[src/verilog/mips_pkg.sv]
// Core word and field types, opcode and funct codes, ALU and mux select codes, reset PC
`default_nettype none

package mips_pkg;

    typedef logic [31:0] word_t;      // Data word, byte address or instruction
    typedef logic [4:0]  reg_addr_t;  // Register number
    typedef logic [2:0]  alu_op_t;    // ALU operation
    typedef logic [5:0]  opcode_t;    // Instruction bits 31:26
    typedef logic [5:0]  funct_t;     // R-type bits 5:0
    typedef logic [1:0]  src_b_t;     // Second ALU operand select
    typedef logic [1:0]  pc_src_t;    // Next PC select

    // Boot address of the program
    localparam word_t RESET_PC = 32'h0040_0000;

    // ALU operations, classic MIPS control encoding
    localparam alu_op_t ALU_AND = 3'b000;
    localparam alu_op_t ALU_OR  = 3'b001;
    localparam alu_op_t ALU_ADD = 3'b010;
    localparam alu_op_t ALU_SUB = 3'b110;
    localparam alu_op_t ALU_SLT = 3'b111;

    // Opcodes of the supported subset
    localparam opcode_t OP_RTYPE = 6'h00;
    localparam opcode_t OP_J     = 6'h02;
    localparam opcode_t OP_BEQ   = 6'h04;
    localparam opcode_t OP_ADDI  = 6'h08;
    localparam opcode_t OP_LW    = 6'h23;
    localparam opcode_t OP_SW    = 6'h2b;

    // R-type funct codes
    localparam funct_t FN_ADD = 6'h20;
    localparam funct_t FN_SUB = 6'h22;
    localparam funct_t FN_AND = 6'h24;
    localparam funct_t FN_OR  = 6'h25;
    localparam funct_t FN_SLT = 6'h2a;

    // Second ALU operand
    localparam src_b_t SRC_B_REG    = 2'd0;  // Register B
    localparam src_b_t SRC_B_FOUR   = 2'd1;  // Constant 4 for PC + 4
    localparam src_b_t SRC_B_IMM    = 2'd2;  // Sign-extended immediate
    localparam src_b_t SRC_B_IMM_SH = 2'd3;  // Immediate times 4, branch offset

    // Next PC source
    localparam pc_src_t PC_SRC_ALU    = 2'd0;  // Combinational ALU result
    localparam pc_src_t PC_SRC_ALUOUT = 2'd1;  // Branch target held in ALUOut
    localparam pc_src_t PC_SRC_JUMP   = 2'd2;  // Pseudo-direct jump target

endpackage

`default_nettype wire

[src/verilog/mips_ctrl_if.sv]
// Control interface: enables, mux selects and status flags between FSM and datapath
`default_nettype none

interface mips_ctrl_if;

    logic                pc_write;    // PC load
    logic                ir_write;    // Instruction register load
    logic                data_write;  // Memory data register load
    logic                iord;        // Bus address, 0 PC, 1 ALUOut
    logic                reg_write;   // Register file write enable
    logic                reg_dst;     // Destination, 0 rt, 1 rd
    logic                mem_to_reg;  // Write-back, 0 ALUOut, 1 memory data
    logic                alu_src_a;   // First operand, 0 PC, 1 register A
    mips_pkg::src_b_t    alu_src_b;
    mips_pkg::alu_op_t   alu_op;
    logic                alu_out_en;  // ALUOut load
    mips_pkg::pc_src_t   pc_src;

    // Status back to the FSM
    logic                zero;
    mips_pkg::word_t     instr;       // Instruction register contents

    modport ctrl (
        output pc_write, ir_write, data_write, iord, reg_write, reg_dst,
               mem_to_reg, alu_src_a, alu_src_b, alu_op, alu_out_en, pc_src,
        input  zero, instr
    );

    modport fetch (
        input  pc_write, ir_write, data_write, iord, pc_src,
        output instr
    );

    // Shared by register file and ALU
    modport exec (
        input  instr, reg_write, reg_dst, mem_to_reg, alu_src_a, alu_src_b,
               alu_op, alu_out_en,
        output zero
    );

endinterface

`default_nettype wire

[src/verilog/mips_alu.sv]
// ALU block: sign extension, operand muxes, add/sub/and/or/slt, zero flag, ALUOut register
`default_nettype none

module mips_alu (
    input  logic              clk,
    input  logic              rst_n,
    mips_ctrl_if.exec         ctrl,
    input  mips_pkg::word_t   pc,
    input  mips_pkg::word_t   a_data,
    input  mips_pkg::word_t   b_data,
    output mips_pkg::word_t   alu_result,
    output mips_pkg::word_t   alu_out
);

    mips_pkg::word_t imm_ext;   // Sign-extended immediate
    mips_pkg::word_t imm_sh;    // Word offset in bytes
    mips_pkg::word_t src_a;
    mips_pkg::word_t src_b;

    assign imm_ext = {{16{ctrl.instr[15]}}, ctrl.instr[15:0]};
    assign imm_sh  = {imm_ext[29:0], 2'b00};

    assign src_a = ctrl.alu_src_a ? a_data : pc;

    always_comb begin
        case (ctrl.alu_src_b)
            mips_pkg::SRC_B_FOUR:   src_b = 32'd4;
            mips_pkg::SRC_B_IMM:    src_b = imm_ext;
            mips_pkg::SRC_B_IMM_SH: src_b = imm_sh;
            default:                src_b = b_data;
        endcase
    end

    always_comb begin
        case (ctrl.alu_op)
            mips_pkg::ALU_SUB: alu_result = src_a - src_b;
            mips_pkg::ALU_AND: alu_result = src_a & src_b;
            mips_pkg::ALU_OR:  alu_result = src_a | src_b;
            mips_pkg::ALU_SLT: alu_result = ($signed(src_a) < $signed(src_b)) ? 32'd1 : 32'd0;
            default:           alu_result = src_a + src_b;  // ALU_ADD
        endcase
    end

    assign ctrl.zero = (alu_result == '0);  // beq compares through A - B

    always_ff @(posedge clk) begin
        if (!rst_n) begin
            alu_out <= '0;
        end else if (ctrl.alu_out_en) begin
            alu_out <= alu_result;
        end
    end

endmodule

`default_nettype wire

[src/verilog/mips_control.sv]
// Multicycle control FSM with opcode and funct decode and Wishbone master handshake
`default_nettype none

module mips_control (
    input  logic      clk,
    input  logic      rst_n,
    mips_ctrl_if.ctrl ctrl,
    output logic      wb_cyc,
    output logic      wb_stb,
    output logic      wb_we,
    input  logic      wb_ack
);

    typedef enum logic [3:0] {
        FETCH,
        DECODE,
        MEM_ADDR,
        MEM_READ,
        MEM_WRITE,
        MEM_WB,
        EXECUTE,
        ALU_WB,
        BRANCH,
        JUMP
    } state_t;

    state_t              state;
    state_t              state_nxt;
    logic                bus_req;    // Registered CYC and STB
    logic                bus_we;
    logic                bus_done;   // Ack of the transfer in progress
    logic                bus_state;  // States that own a bus access
    mips_pkg::opcode_t   opcode;
    mips_pkg::funct_t    funct;
    logic                is_rtype;
    mips_pkg::alu_op_t   funct_op;   // ALU op from funct field

    assign opcode    = ctrl.instr[31:26];
    assign funct     = ctrl.instr[5:0];
    assign is_rtype  = (opcode == mips_pkg::OP_RTYPE);
    assign bus_done  = bus_req && wb_ack;  // Ignore a stray ack outside a request
    assign bus_state = (state == FETCH) || (state == MEM_READ) || (state == MEM_WRITE);

    always_comb begin
        case (funct)
            mips_pkg::FN_SUB: funct_op = mips_pkg::ALU_SUB;
            mips_pkg::FN_AND: funct_op = mips_pkg::ALU_AND;
            mips_pkg::FN_OR:  funct_op = mips_pkg::ALU_OR;
            mips_pkg::FN_SLT: funct_op = mips_pkg::ALU_SLT;
            default:          funct_op = mips_pkg::ALU_ADD;  // FN_ADD and unknowns
        endcase
    end

    // State and bus request; request rises one cycle after entering a bus state
    always_ff @(posedge clk) begin
        if (!rst_n) begin
            state   <= FETCH;
            bus_req <= 1'b0;
            bus_we  <= 1'b0;
        end else begin
            state <= state_nxt;
            if (bus_done) begin
                bus_req <= 1'b0;  // Single transfer, drop after ack
                bus_we  <= 1'b0;
            end else if (!bus_req && bus_state) begin
                bus_req <= 1'b1;
                bus_we  <= (state == MEM_WRITE);
            end
        end
    end

    assign wb_cyc = bus_req;
    assign wb_stb = bus_req;
    assign wb_we  = bus_we;

    // Next state and datapath controls
    always_comb begin
        state_nxt       = state;
        ctrl.pc_write   = 1'b0;
        ctrl.ir_write   = 1'b0;
        ctrl.data_write = 1'b0;
        ctrl.iord       = 1'b0;
        ctrl.reg_write  = 1'b0;
        ctrl.reg_dst    = 1'b0;
        ctrl.mem_to_reg = 1'b0;
        ctrl.alu_src_a  = 1'b0;                   // PC
        ctrl.alu_src_b  = mips_pkg::SRC_B_REG;
        ctrl.alu_op     = mips_pkg::ALU_ADD;
        ctrl.alu_out_en = 1'b0;
        ctrl.pc_src     = mips_pkg::PC_SRC_ALU;
        case (state)
            FETCH: begin
                ctrl.alu_src_b = mips_pkg::SRC_B_FOUR;  // PC + 4 alongside the read
                ctrl.ir_write  = bus_done;
                ctrl.pc_write  = bus_done;
                if (bus_done) state_nxt = DECODE;
            end
            DECODE: begin
                // Branch target computed early, kept in ALUOut
                ctrl.alu_src_b  = mips_pkg::SRC_B_IMM_SH;
                ctrl.alu_out_en = 1'b1;
                case (opcode)
                    mips_pkg::OP_LW,
                    mips_pkg::OP_SW:    state_nxt = MEM_ADDR;
                    mips_pkg::OP_RTYPE,
                    mips_pkg::OP_ADDI:  state_nxt = EXECUTE;
                    mips_pkg::OP_BEQ:   state_nxt = BRANCH;
                    mips_pkg::OP_J:     state_nxt = JUMP;
                    default:            state_nxt = FETCH;  // Unsupported, acts as nop
                endcase
            end
            MEM_ADDR: begin
                ctrl.alu_src_a  = 1'b1;                  // Base + offset
                ctrl.alu_src_b  = mips_pkg::SRC_B_IMM;
                ctrl.alu_out_en = 1'b1;
                state_nxt = (opcode == mips_pkg::OP_LW) ? MEM_READ : MEM_WRITE;
            end
            MEM_READ: begin
                ctrl.iord       = 1'b1;
                ctrl.data_write = bus_done;
                if (bus_done) state_nxt = MEM_WB;
            end
            MEM_WRITE: begin
                ctrl.iord = 1'b1;
                if (bus_done) state_nxt = FETCH;
            end
            MEM_WB: begin
                ctrl.reg_write  = 1'b1;                  // rt <= loaded word
                ctrl.mem_to_reg = 1'b1;
                state_nxt = FETCH;
            end
            EXECUTE: begin
                ctrl.alu_src_a  = 1'b1;
                ctrl.alu_src_b  = is_rtype ? mips_pkg::SRC_B_REG : mips_pkg::SRC_B_IMM;
                ctrl.alu_op     = is_rtype ? funct_op : mips_pkg::ALU_ADD;  // addi adds
                ctrl.alu_out_en = 1'b1;
                state_nxt = ALU_WB;
            end
            ALU_WB: begin
                ctrl.reg_write = 1'b1;
                ctrl.reg_dst   = is_rtype;               // rd for R-type, rt for addi
                state_nxt = FETCH;
            end
            BRANCH: begin
                ctrl.alu_src_a = 1'b1;                   // A - B sets zero
                ctrl.alu_op    = mips_pkg::ALU_SUB;
                ctrl.pc_src    = mips_pkg::PC_SRC_ALUOUT;
                ctrl.pc_write  = ctrl.zero;
                state_nxt = FETCH;
            end
            JUMP: begin
                ctrl.pc_src   = mips_pkg::PC_SRC_JUMP;
                ctrl.pc_write = 1'b1;
                state_nxt = FETCH;
            end
            default: state_nxt = FETCH;
        endcase
    end

endmodule

`default_nettype wire

[src/verilog/mips_core.sv]
// Multicycle MIPS core top: control FSM, fetch unit, register file and ALU on a Wishbone bus
`default_nettype none

module mips_core (
    input  logic              clk,
    input  logic              rst_n,
    output logic              wb_cyc,
    output logic              wb_stb,
    output logic              wb_we,
    output mips_pkg::word_t   wb_adr,
    output mips_pkg::word_t   wb_dat_w,
    input  mips_pkg::word_t   wb_dat_r,
    input  logic              wb_ack
);

    mips_pkg::word_t pc;
    mips_pkg::word_t alu_result;  // Combinational, feeds PC + 4
    mips_pkg::word_t alu_out;
    mips_pkg::word_t a_data;
    mips_pkg::word_t b_data;
    mips_pkg::word_t mem_data;    // Loaded word for lw write-back

    mips_ctrl_if ctrl_bus ();

    mips_control u_control (
        .clk    (clk),
        .rst_n  (rst_n),
        .ctrl   (ctrl_bus.ctrl),
        .wb_cyc (wb_cyc),
        .wb_stb (wb_stb),
        .wb_we  (wb_we),
        .wb_ack (wb_ack)
    );

    mips_fetch_unit u_fetch (
        .clk        (clk),
        .rst_n      (rst_n),
        .ctrl       (ctrl_bus.fetch),
        .alu_result (alu_result),
        .alu_out    (alu_out),
        .b_data     (b_data),
        .wb_adr     (wb_adr),
        .wb_dat_w   (wb_dat_w),
        .wb_dat_r   (wb_dat_r),
        .pc         (pc),
        .mem_data   (mem_data)
    );

    mips_regfile u_regfile (
        .clk      (clk),
        .rst_n    (rst_n),
        .ctrl     (ctrl_bus.exec),
        .alu_out  (alu_out),
        .mem_data (mem_data),
        .a_data   (a_data),
        .b_data   (b_data)
    );

    mips_alu u_alu (
        .clk        (clk),
        .rst_n      (rst_n),
        .ctrl       (ctrl_bus.exec),
        .pc         (pc),
        .a_data     (a_data),
        .b_data     (b_data),
        .alu_result (alu_result),
        .alu_out    (alu_out)
    );

endmodule

`default_nettype wire

[src/verilog/mips_fetch_unit.sv]
// Fetch unit: PC, next-PC mux, instruction and memory data registers, bus address and data
`default_nettype none

module mips_fetch_unit (
    input  logic              clk,
    input  logic              rst_n,
    mips_ctrl_if.fetch        ctrl,
    input  mips_pkg::word_t   alu_result,
    input  mips_pkg::word_t   alu_out,
    input  mips_pkg::word_t   b_data,
    output mips_pkg::word_t   wb_adr,
    output mips_pkg::word_t   wb_dat_w,
    input  mips_pkg::word_t   wb_dat_r,
    output mips_pkg::word_t   pc,
    output mips_pkg::word_t   mem_data
);

    mips_pkg::word_t pc_nxt;
    mips_pkg::word_t jump_target;
    mips_pkg::word_t ir;           // Instruction register

    // PC already holds PC + 4 when j executes
    assign jump_target = {pc[31:28], ir[25:0], 2'b00};

    always_comb begin
        case (ctrl.pc_src)
            mips_pkg::PC_SRC_ALUOUT: pc_nxt = alu_out;      // Taken beq
            mips_pkg::PC_SRC_JUMP:   pc_nxt = jump_target;
            default:                 pc_nxt = alu_result;   // Sequential PC + 4
        endcase
    end

    always_ff @(posedge clk) begin
        if (!rst_n) begin
            pc <= mips_pkg::RESET_PC;
        end else if (ctrl.pc_write) begin
            pc <= pc_nxt;
        end
    end

    // Both capture the read data in the ack cycle
    always_ff @(posedge clk) begin
        if (ctrl.ir_write) ir <= wb_dat_r;
        if (ctrl.data_write) mem_data <= wb_dat_r;
    end

    assign ctrl.instr = ir;

    // Instruction fetch from PC, data access from ALUOut
    assign wb_adr   = ctrl.iord ? alu_out : pc;
    assign wb_dat_w = b_data;  // Store data is rt, held in B

endmodule

`default_nettype wire

[src/verilog/mips_regfile.sv]
// Register file: 32 x 32 array, destination and write-back muxes, A and B read registers
`default_nettype none

module mips_regfile (
    input  logic              clk,
    input  logic              rst_n,
    mips_ctrl_if.exec         ctrl,
    input  mips_pkg::word_t   alu_out,
    input  mips_pkg::word_t   mem_data,
    output mips_pkg::word_t   a_data,
    output mips_pkg::word_t   b_data
);

    mips_pkg::word_t     regs [32];
    mips_pkg::reg_addr_t rs;
    mips_pkg::reg_addr_t rt;
    mips_pkg::reg_addr_t rd;
    mips_pkg::reg_addr_t dst;
    mips_pkg::word_t     wr_data;
    mips_pkg::word_t     rd_a;      // Combinational read ports
    mips_pkg::word_t     rd_b;

    assign rs = ctrl.instr[25:21];
    assign rt = ctrl.instr[20:16];
    assign rd = ctrl.instr[15:11];

    assign dst     = ctrl.reg_dst ? rd : rt;
    assign wr_data = ctrl.mem_to_reg ? mem_data : alu_out;

    // $zero always reads zero
    assign rd_a = (rs == '0) ? '0 : regs[rs];
    assign rd_b = (rt == '0) ? '0 : regs[rt];

    always_ff @(posedge clk) begin
        if (!rst_n) begin
            for (int i = 0; i < 32; i++) begin
                regs[i] <= '0;
            end
        end else if (ctrl.reg_write && (dst != '0)) begin
            regs[dst] <= wr_data;
        end
    end

    // Reloaded each cycle; IR and the array stay unchanged until write-back,
    // so the values taken at the end of decode hold for the whole instruction
    always_ff @(posedge clk) begin
        a_data <= rd_a;
        b_data <= rd_b;
    end

endmodule

`default_nettype wire
[config.mk]
export PLATFORM = sky130hd
export DESIGN_NAME = mips_core
export DESIGN_NICKNAME = d
export VERILOG_FILES = /design/src/verilog/mips_pkg.sv /design/src/verilog/mips_ctrl_if.sv /design/src/verilog/mips_alu.sv /design/src/verilog/mips_control.sv /design/src/verilog/mips_core.sv /design/src/verilog/mips_fetch_unit.sv /design/src/verilog/mips_regfile.sv
export SDC_FILE = /design/constraint.sdc
export NUM_CORES = 2
export LEC_CHECK = 0
export ABC_AREA = 0
export ABC_CLOCK_PERIOD_IN_PS = 11700
export BUFFER_PORTS_ARGS = -buffer_cell sky130_fd_sc_hd__buf_2
export CAP_MARGIN = 20
export CELL_PAD_IN_SITES_DETAIL_PLACEMENT = 0
export CELL_PAD_IN_SITES_GLOBAL_PLACEMENT = 1
export CORE_ASPECT_RATIO = 0.75
export CORE_UTILIZATION = 45
export CTS_CLUSTER_SIZE = 10
export DETAILED_ROUTE_END_ITERATION = 7
export GPL_TIMING_DRIVEN = 0
export PLACE_DENSITY_LB_ADDON = 0.1
export REMOVE_ABC_BUFFERS = 1
export SKIP_LAST_GASP = 1
export SLEW_MARGIN = 0
export SYNTH_ARGS = -nofsm -noshare
export SYNTH_HDL_FRONTEND = slang
export SYNTH_SLANG_ARGS = --single-unit
[constraint.sdc]
create_clock -name clk -period 11.7 [get_ports clk]
set_input_delay 1.17 -clock clk [delete_from_list [all_inputs] [get_ports clk]]
set_output_delay 1.17 -clock clk [all_outputs]
set_load 0.02 [all_outputs]
==> reports/qor.yml <==
layout-drive-gt1-share: 0.244
ys_warn_count: 0
wl_per_cell_um: 34.8
io_buffers: 101
drt_pre_antenna_iters: 6
initial_utilization: 0.456
via_per_inst: 6.59
max_slew.worst_pin.slew_ns: 1.22
syn_area_per_cell_um2: 12.9
postSynthCellCount: 5098
antenna_found_initial: 2
syn_area_mm2: 0.0656
setup_viol: 0
grt_start_max_net_pins: 61
cts_tree: "yes"
place.gp.congestion: 0.995
dpl.hpwl_um: 167000
path_class: "flip-flop to flip-flop"
drc: 0
numCtsBuffers: 143
die_y_um: 333
rows: 120
area_growth_syn_to_layout_pct: 18.0
end_kind: "flip-flop"
period_share: 0.758
min_path_type: "flip-flop to flip-flop"
cp_data_required_time_ns: 12.38
power.density_mw_per_mm2: 143
synthArstFlopShare: 0
nFillCells: 11772
path_max_fanout: 27
final_nets: 5288
clockBufferDepth: 3
fin_ws_ns: 2.84
rsz0062_at_grt: "no"
yosysUniqueCellTypes: 90
antenna_left: 0
h-tree-depth: 4
post_cts_resized: 0
clk_pin_slew_ns: 0.06
die-area_mm2: 0.147
grt_pass1_wl_um: 349000
synth_common_cells: "nor2_1, edfxtp_1, mux4_2, clkbuf_1, mux2i_1"
coreArea_mm2: 0.144
crit_arrival_ns: 9.54
crit_path_start_kind: "flip-flop"
synth_top_area_share: 0.498
grt_usage: 0.336
ys_ff_latch: 1222
finalHoldViolCount: 0
outcome: "completed"
cts_root_buffer: "clkbuf_16"
synth_edf_count: 1088
skew_ns: 0.0301
synth.area.top_cells: "edfxtp_1, mux4_2, nor2_1"
yosysSeqAreaShare: 0.539
slew_headroom: 0.181
cts_hold_buf: 0
p_leak_nw: 27.1
vias: 46879
slew_viol_final: 0
clkSinkCount: 1222
vdd_ir_drop_max_mv: 0.127
drtIter0Drc: 6310
io_pins: 102
layout_min_cycle_time_ns: 8.86
insertion_delay_ns: 0.80
grt_pass1_vias: 45724
holdWs_ns: 0.479
pre_cts_ws_ns: 3.41
power.total_mw: 11.0
synth_area_leader_cell: "edfxtp_1"
fp.dieW_um: 443
synth_ff_type: "edfxtp_1"
grt.overflow.total: 0
drv_cap: 0
routed_wl_um: 248000
yosysMostFrequentCell: "nor2_1"
post-cts-setup-buffers: 0
fmaxAchievable_mhz: 113
## sequential cells by signal (all words and copies together), names as in the netlist
| register | flops |
|---|---|
| u_fetch.ctrl.instr | 32 |
| u_control.wb_we | 1 |
| u_regfile.a_data | 32 |
| u_control.wb_cyc | 1 |
| u_fetch.pc | 32 |
| u_regfile.b_data | 32 |
| u_fetch.mem_data | 32 |
| u_alu.alu_out | 32 |
| u_regfile.regs | 1024 |
| u_control.state | 4 |
## cells in the final DEF, fill, tap and decap left out, types with 37 or more instances in the layout
master	instances
mux2i_1	178
a21o_1	37
nand2_1	151
mux4_2	553
buf_16	151
clkbuf_1	56
clkbuf_16	146
nor3_1	76
o21ai_0	113
dfxtp_1	134
buf_2	101
a21oi_1	161
ha_1	96
inv_1	104
mux2_2	71
nor2_1	1254
buf_12	55
edfxtp_1	1088
nand2_2	39
## metal layers
layer | track usage | routed length (um)
met4 | 0.130 | 10400
met2 | 0.509 | 112000
met5 | 0 | 0
met3 | 0.0700 | 25200
met1 | 0.476 | 101000
## kinds of logic (layout without fill, tap and decap cells)
group / Yosys count / in the layout / share of synthesized area
other: 1 / 33 / 0.0000572
AO/OA/AOI/OAI: 635 / 635 / 0.0647
XOR/XNOR: 12 / 12 / 0.00160
flip-flops: 1222 / 1222 / 0.539
buffers and inverters: 582 / 679 / 0.0340
adder cells (fa/ha/maj): 101 / 101 / 0.0195
AND/OR/NAND/NOR: 1710 / 1710 / 0.107
multiplexers: 835 / 835 / 0.234
## area by class of cell
cell class	instances	area, um^2	share of cell area
diodes	1	2.50	0.0000323
clock inverters	15	213	0.00275
repair buffers	352	6270	0.0810
inverters	108	417	0.00538
well taps	1891	2370	0.0306
clock buffers	204	3890	0.0503
flip-flops and latches	1222	35400	0.457
multi-input cells	3325	28900	0.373
## critical path: stages, from the launching register on
cell and delay, ns:
dfxtp_1 0.76, or3b_1 0.55, nor2_1 0.27, or2_2 0.46, and3_1 0.23, a21o_1 0.17, ha_1 0.39, inv_1 0.12
fa_1 0.48, nor2b_1 0.17, o311ai_1 0.48, a21oi_1 0.16, nor3_1 0.95, a21oi_1 0.24, mux2i_1 0.21, o221ai_1 0.48
nor4_1 1.15, nand4_1 0.40, and4b_2 0.49, nor2_8 0.15, mux2_1 0.38
## stage by stage
stage / TNS (ns) / cells / util / area (um^2)
detailed placement: 0 / 6896 / 0.510 / 73300
global route: 0 / 7118 / 0.539 / 77400
finish: 0 / 7118 / 0.539 / 77400
global placement: - / 6647 / 0.465 / 66800
CTS: 0 / 7115 / 0.539 / 77400
floorplan: -343.90 / 4655 / - / 63900
## path summary, 6_finish.rpt
check,start,slack (ns),cells after the start,endpoint
max reg2reg,u_control.state[2]$_SDFFE_PN0P_,2.84,20,u_fetch.pc[22]$_SDFFE_PN1P_
min,u_fetch.pc[11]$_SDFFE_PN0P_,0.48,2,u_fetch.pc[11]$_SDFFE_PN0P_
min reg2reg,u_fetch.pc[11]$_SDFFE_PN0P_,0.48,2,u_fetch.pc[11]$_SDFFE_PN0P_
max,u_control.state[2]$_SDFFE_PN0P_,2.84,20,u_fetch.pc[22]$_SDFFE_PN1P_
## power breakdown
group / internal (mW) / switching [mW] / total [mW]
Clock: 2.32 / 1.83 / 4.15
Combinational: 0.745 / 1.08 / 1.83
Sequential: 4.93 / 0.147 / 5.07
Total: 7.99 / 3.06 / 11.0
(Power assumes the default switching activity.)
